`config.mk`:
```
export PLATFORM = sky130hd
export DESIGN_NAME = SpiBlock
export DESIGN_NICKNAME = d
export VERILOG_FILES = /design/src/source/SpiPkg.sv /design/src/source/SpiCsr.sv /design/src/source/SpiByteEngine.sv /design/src/source/SpiBlock.sv
export SDC_FILE = /design/constraint.sdc
export NUM_CORES = 1
export LEC_CHECK = 0
export BUFFER_PORTS_ARGS = -buffer_cell sky130_fd_sc_hd__clkbuf_2
export CORE_MARGIN = 5
export CORE_UTILIZATION = 55
export CTS_BUF_LIST = sky130_fd_sc_hd__clkbuf_4 sky130_fd_sc_hd__clkbuf_8
export CTS_CLUSTER_DIAMETER = 120
export DETAILED_ROUTE_END_ITERATION = 10
export PLACE_DENSITY = 0.93
export SYNTH_ARGS = -nofsm -noshare
export SYNTH_HDL_FRONTEND = slang
export SYNTH_SLANG_ARGS = --single-unit
export TNS_END_PERCENT = 5
```
`constraint.sdc`:
```
create_clock -name sysClk -period 2.4 [get_ports sysClk]
set_clock_uncertainty 0.05 [all_clocks]
set_input_delay 0.24 -clock sysClk [delete_from_list [all_inputs] [get_ports sysClk]]
set_output_delay 0.24 -clock sysClk [all_outputs]
set_load 0.02 [all_outputs]
```
`src/source/SpiPkg.sv`:
```
package SpiPkg;

//----------------------------------------------------------
// Bus geometry and block decode
//----------------------------------------------------------
localparam int AdrsBits = 16;		// Internal bus address width
localparam logic [7:0] BlockBase = 8'h03;	// Upper address byte of this block

//----------------------------------------------------------
// Register map, low address byte
//----------------------------------------------------------
localparam logic [7:0] RegCtrl = 8'h00;	// en / cs
localparam logic [7:0] RegDiv = 8'h01;		// SCK half period divider
localparam logic [7:0] RegTxData = 8'h02;	// Write starts a transfer
localparam logic [7:0] RegRxData = 8'h03;	// Last received byte
localparam logic [7:0] RegStatus = 8'h04;	// busy / rxValid

localparam int DivBits = 16;		// Divider register width

//----------------------------------------------------------
// Bus and configuration bundles
//----------------------------------------------------------
// One access on the internal register bus
typedef struct packed {
	logic [AdrsBits-1:0] adrs;	// Block byte + register offset
	logic [31:0] wd;			// Write data
	logic wEn;					// Write strobe, one cycle
	logic rEn;					// Read strobe, one cycle
} busReqT;

// Read response, one cycle after rEn
typedef struct packed {
	logic [31:0] rd;			// Read data
	logic rVd;					// Read data valid
} busRspT;

// Static setup handed to the byte engine
typedef struct packed {
	logic en;					// Engine enable
	logic cs;					// Chip select asserted
	logic [DivBits-1:0] div;	// Half period = div+1 cycles
} spiCfgT;

// Master side SPI outputs
typedef struct packed {
	logic sck;
	logic mosi;
	logic csN;					// Active low chip select
} spiPinsT;

endpackage

```
`src/source/SpiCsr.sv`:
```
module SpiCsr (
	input  logic sysClk,
	input  logic rstN,
	// Internal bus
	input  SpiPkg::busReqT busReq,
	output SpiPkg::busRspT busRsp,
	// To byte engine
	output SpiPkg::spiCfgT cfg,
	output logic start,			// One cycle transfer request
	output logic [7:0] txByte,	// Valid with start
	// From byte engine
	input  logic busy,
	input  logic done,			// One cycle, rxByte valid
	input  logic [7:0] rxByte
);

//----------------------------------------------------------
// Address decode
//----------------------------------------------------------
logic blockHit;
logic [7:0] offset;
logic wrHit;
logic rdHit;

assign blockHit = (busReq.adrs[SpiPkg::AdrsBits-1 -: 8] == SpiPkg::BlockBase);
assign offset = busReq.adrs[7:0];	// Register offset
assign wrHit = busReq.wEn && blockHit;
assign rdHit = busReq.rEn && blockHit;

//----------------------------------------------------------
// Register state
//----------------------------------------------------------
logic enQ;
logic csQ;
logic [SpiPkg::DivBits-1:0] divQ;
logic [7:0] rxDataQ;		// Byte from the last transfer
logic rxValidQ;				// Set on done, cleared by RegRxData read
logic [31:0] rdMux;
SpiPkg::busRspT rspQ;

// Configuration goes straight out to the engine
assign cfg.en = enQ;
assign cfg.cs = csQ;
assign cfg.div = divQ;

// Start only when enabled and idle, otherwise the write is dropped
assign start = wrHit && (offset == SpiPkg::RegTxData) && enQ && !busy;
assign txByte = busReq.wd[7:0];

// Read data select
always_comb
begin
	rdMux = '0;
	case (offset)
		SpiPkg::RegCtrl:   rdMux[1:0] = {csQ, enQ};
		SpiPkg::RegDiv:    rdMux[SpiPkg::DivBits-1:0] = divQ;
		SpiPkg::RegRxData: rdMux[7:0] = rxDataQ;
		SpiPkg::RegStatus: rdMux[1:0] = {rxValidQ, busy};
		default:           rdMux = '0;	// TxData is write only
	endcase
end

always_ff @(posedge sysClk)
begin
	if (!rstN)
	begin
		enQ      <= 1'b0;
		csQ      <= 1'b0;
		divQ     <= '0;
		rxDataQ  <= '0;
		rxValidQ <= 1'b0;
		rspQ     <= '0;
	end
	else
	begin
		// Control and divider writes
		if (wrHit && (offset == SpiPkg::RegCtrl))
		begin
			enQ <= busReq.wd[0];
			csQ <= busReq.wd[1];
		end
		if (wrHit && (offset == SpiPkg::RegDiv))
			divQ <= busReq.wd[SpiPkg::DivBits-1:0];

		// New data wins over a clearing read in the same cycle
		if (done)
		begin
			rxDataQ  <= rxByte;
			rxValidQ <= 1'b1;
		end
		else if (rdHit && (offset == SpiPkg::RegRxData))
			rxValidQ <= 1'b0;

		// Response one cycle after the strobe
		rspQ.rVd <= rdHit;
		rspQ.rd  <= rdHit ? rdMux : '0;	// Outside the block reads zero
	end
end

assign busRsp = rspQ;

endmodule

```
`src/source/SpiByteEngine.sv`:
```
module SpiByteEngine (
	input  logic sysClk,
	input  logic rstN,
	// From register bank
	input  SpiPkg::spiCfgT cfg,
	input  logic start,			// One cycle request
	input  logic [7:0] txByte,	// Byte to send, sampled with start
	// Status back to register bank
	output logic busy,			// High for the whole transfer
	output logic done,			// One cycle pulse at the end
	output logic [7:0] rxByte,	// Valid with done
	// SPI pins
	output SpiPkg::spiPinsT pins,
	input  logic miso
);

//----------------------------------------------------------
// Half period pacing
//----------------------------------------------------------
logic [SpiPkg::DivBits-1:0] halfLen;	// Last divCnt value of a half period
logic [SpiPkg::DivBits-1:0] divCnt;
logic [3:0] halfCnt;				// 16 half periods per byte
logic halfEnd;
logic lastHalf;

// A zero divider behaves as one, so OR in a 1 when div is zero
assign halfLen = cfg.div | {{(SpiPkg::DivBits-1){1'b0}}, (cfg.div == '0)};

//----------------------------------------------------------
// Shift state
//----------------------------------------------------------
logic [7:0] shiftReg;		// MOSI out of bit 7, MISO into bit 0
logic misoSmp;				// MISO held from rising edge to falling edge
logic sckQ;
logic busyQ;
logic doneQ;

assign halfEnd = busyQ && (divCnt == halfLen);
assign lastHalf = (halfCnt == 4'd15);

always_ff @(posedge sysClk)
begin
	if (!rstN)
	begin
		divCnt   <= '0;
		halfCnt  <= '0;
		shiftReg <= '0;
		misoSmp  <= 1'b0;
		sckQ     <= 1'b0;
		busyQ    <= 1'b0;
		doneQ    <= 1'b0;
	end
	else
	begin
		doneQ <= 1'b0;	// Pulse by default low

		if (!busyQ)
		begin
			// Idle, wait for an accepted start
			if (start && cfg.en)
			begin
				busyQ    <= 1'b1;
				shiftReg <= txByte;	// First MOSI bit shows next cycle
				divCnt   <= '0;
				halfCnt  <= '0;
			end
		end
		else if (halfEnd)
		begin
			divCnt  <= '0;
			halfCnt <= halfCnt + 4'd1;
			sckQ    <= ~sckQ;

			if (!sckQ)
				misoSmp <= miso;	// Rising SCK edge samples
			else
				shiftReg <= {shiftReg[6:0], misoSmp};	// Falling edge shifts

			// End of the 16th half period
			if (lastHalf)
			begin
				busyQ <= 1'b0;
				doneQ <= 1'b1;
			end
		end
		else
			divCnt <= divCnt + 1'b1;
	end
end

//----------------------------------------------------------
// Outputs
//----------------------------------------------------------
assign busy = busyQ;
assign done = doneQ;
assign rxByte = shiftReg;	// Eight shifts leave the received byte

assign pins.sck = sckQ;
assign pins.mosi = shiftReg[7];
assign pins.csN = ~cfg.cs;	// Software owned, not tied to transfers

endmodule

```
`src/source/SpiBlock.sv`:
```
module SpiBlock (
	input  logic sysClk,
	input  logic rstN,
	// Internal register bus
	input  SpiPkg::busReqT busReq,
	output SpiPkg::busRspT busRsp,
	// SPI master pins
	output SpiPkg::spiPinsT spiPins,
	input  logic miso,
	// Transfer complete pulse
	output logic spiIntr
);

//----------------------------------------------------------
// Register bank to engine wiring
//----------------------------------------------------------
SpiPkg::spiCfgT cfg;
logic start;
logic [7:0] txByte;
logic busy;
logic [7:0] rxByte;

SpiCsr csr0 (
	.sysClk (sysClk),
	.rstN   (rstN),
	.busReq (busReq),
	.busRsp (busRsp),
	.cfg    (cfg),
	.start  (start),
	.txByte (txByte),
	.busy   (busy),
	.done   (spiIntr),	// done doubles as the interrupt
	.rxByte (rxByte)
);

SpiByteEngine engine0 (
	.sysClk (sysClk),
	.rstN   (rstN),
	.cfg    (cfg),
	.start  (start),
	.txByte (txByte),
	.busy   (busy),
	.done   (spiIntr),
	.rxByte (rxByte),
	.pins   (spiPins),
	.miso   (miso)
);

endmodule

```
==> run metrics <==
CTS root buf=clkbuf_8; core area=6420 µm²; Ports=90; starting density of the core=56.9%; FMAX=445 MHz; crit share post-route=93.6%; Vias=3117; met1 usage=27.5%; Worst-Margin Slew=1.12 ns; met2 Track Usage GR=a little over a third; RePlAce Congestion=0.853; Final Hold Vio Count=0; layout cells sized above 1=between 20% and 30%; Layout fillers=500; die width=91.5 µm; worst slack, placed=roughly 0.19 ns; CTS clk-pin slew, worst paths=0.09 ns; Area Growth Syn to Fin=12.0%; FF+latch area=1520 µm²; first-pass GRT wire length=14700 µm; Final ANT Viol Nets=0; Leak=around 1.7 nW; crit-path leading delay family=compound AO/OA/AOI/OAI gates; Setup TNS Final=0 ns; Power Density=roughly 560 nW/µm²; antenna violations before repair=0; Mapped Cells=394; die height=91.5 µm; Syn Std Cell Area=3650 µm²; reg2reg start=csr0.divQ[7]; Tmin final=around 2.2 ns; Post-synth EDFFs=0; Worst Path Required=2.60 ns; 1st-pass router iterations=5; post-synthesis async set-or-reset flop share=0%; worst rel slew slack=between 20% and 30%; Buf+Inv Stages, Crit Path=0; top cells by area, synth=dfxtp_1, mux2i_1, buf_4; distinct cell type count after synthesis=56; CP Launch Type=register; Synth area leader=dfxtp_1; Arr. time, crit path=approximately 2.4 ns; Setup CP Type=register to register; CTS H-tree lvls=3; post-DR wirelength/cell=17.0 µm; gr ovfl total=0; Routed WL=8980 µm; post-layout worst setup margin=0.152 ns; top post-synthesis cells by count=dfxtp_1, nor2_1, mux2i_1, nand2_1, nand3_1; VDD IR-drop max=just over 0.0003 V; Net count, final=500; critical path peak fanout=18; total track usage=a little over a fifth; worst hold start=busReq[16]; post-synthesis register bit count=76; HPWL Detailed=6490 µm; cells along the critical path=nor4_2 > a41oi_2 > xor2_2 > a31oi_4 > and3_1 > a221o_1; outcome=complete, no violations; RSZ-0062 raised after global routing=no; grt peak-use layer=met2; CP startpoint=csr0.divQ[7]; clk_lat worst skew=about 0.36 ns; # rows=29; post-synth top area share=41.6%; most common cell in the netlist=dfxtp_1; total CTS buffers=9; Die ar.=between 8000 and 9000 µm²; Final Util=63.7%; Synth Warn #=0; sequential element share of the synthesized area=41.6%; synthesized area per cell=9.28 µm²; footprint of the multi-input gates=around 1900 µm²; Max-cap violations=0; HP Class=input port to register; vias in the first global route=between 3000 and 4000; Clock Path Buffers=2; antenna cells=0; Max Slew Vio Count=0; Setup violations, final=0; CTS tree=built; Clock Sinks=76; CP peak stage delay=0.38 ns; slowest stage cell, crit path=nor4_2; count of input and output buffers=57; crit end category=register; hold buffers post-CTS=0; Most used DFF post-synth=dfxtp_1; largest net degree at the start of global routing=38; Via density=between 5 and 6; grt met3 use=4.30%; DRT iter0 DRCs=285; DRC violations left=0
## worst paths after layout
path	slack (ns)	to	cells after the start
worst min register to register	0.42	engine0.misoSmp	2
worst min-delay path	0.06	csr0.divQ[14]	3
worst max-delay path	0.15	engine0.divCnt[13]	6
worst max register to register	0.15	engine0.divCnt[13]	6
## stage by stage
step                      cell area [µm²]  hold slack (ns)  instances  total power, mW
after floorplan                      3710            0.307        409             1.36
after global placement               3890            0.396        511             1.38
after detailed placement             3890            0.404        511             1.38
after CTS                            4080           0.0528        527             2.31
after global routing                 4090           0.0655        527             2.38
final                                4090           0.0629        527             2.30
## worst min-delay path, cell delays in order
cell and delay [ns]:
clkbuf_2 0.07, mux2i_1 0.06, nor2_1 0.07
## cell type report
type | instances | area share (%)
clock buffers | 9 | 3.03
clock inverters | 7 | 1.59
inverters | 6 | 0.550
multi-input cells | 288 | 47.0
flip-flops and latches | 76 | 37.2
well taps | 77 | 2.35
repair buffers | 64 | 8.25
## layout by cell type, fill, tap and decap left out, types with 3 or more instances in the layout
| cell type | n |
|---|---|
| a22o_1 | 7 |
| nand3_1 | 26 |
| a21o_1 | 4 |
| xnor2_1 | 12 |
| and2_1 | 4 |
| conb_1 | 16 |
| a21oi_1 | 16 |
| and3_1 | 13 |
| xor2_1 | 6 |
| nand2_1 | 29 |
| nand4_1 | 10 |
| buf_4 | 7 |
| inv_6 | 3 |
| inv_1 | 6 |
| mux2i_1 | 29 |
| nor3_1 | 4 |
| nand3b_1 | 4 |
| dfxtp_1 | 76 |
| nor4_2 | 3 |
| mux2_2 | 9 |
| clkbuf_8 | 9 |
| clkbuf_2 | 57 |
| o311ai_1 | 3 |
| nor2_1 | 37 |
| o21ai_0 | 15 |
## timing repair
action / 4_1_cts / 5_1_grt
endpoints found under the setup margin: 0 / 6
setup buffers: 0 / 0
resized for setup: 0 / 1
## state kept, by name (all words and copies together) (netlist names)
signal           count
csr0.busRsp         17
csr0.csQ             1
csr0.divQ           16
csr0.enQ             1
csr0.rxDataQ         8
csr0.rxValidQ        1
engine0.busy         1
engine0.divCnt      16
engine0.done         1
engine0.halfCnt      4
engine0.misoSmp      1
engine0.rxByte       8
engine0.sckQ         1
## metal layers
metal	wire length, µm	up-vias
li1	-	1466
met1	3580	1446
met2	4400	176
met3	749	29
met4	255	0
met5	0	-
## power breakdown
group          switching, mW  internal (mW)  total, mW
Combinational         0.0626         0.0339     0.0965
Sequential        0.00000763           1.26       1.26
Clock                  0.541          0.402      0.943
Total                  0.603           1.70       2.30
## logic make-up after synthesis
group | Yosys count | synth area share (%)
mux | 38 | 10.7
other cells | 1 | 0.103
simple gates | 154 | 23.5
xor+xnor | 19 | 4.76
fa+ha+maj | 2 | 0.685
compound gates | 59 | 11.2
buf+inv | 45 | 7.46
flops | 76 | 41.6
Note: power is estimated with default switching activity, not from simulation.
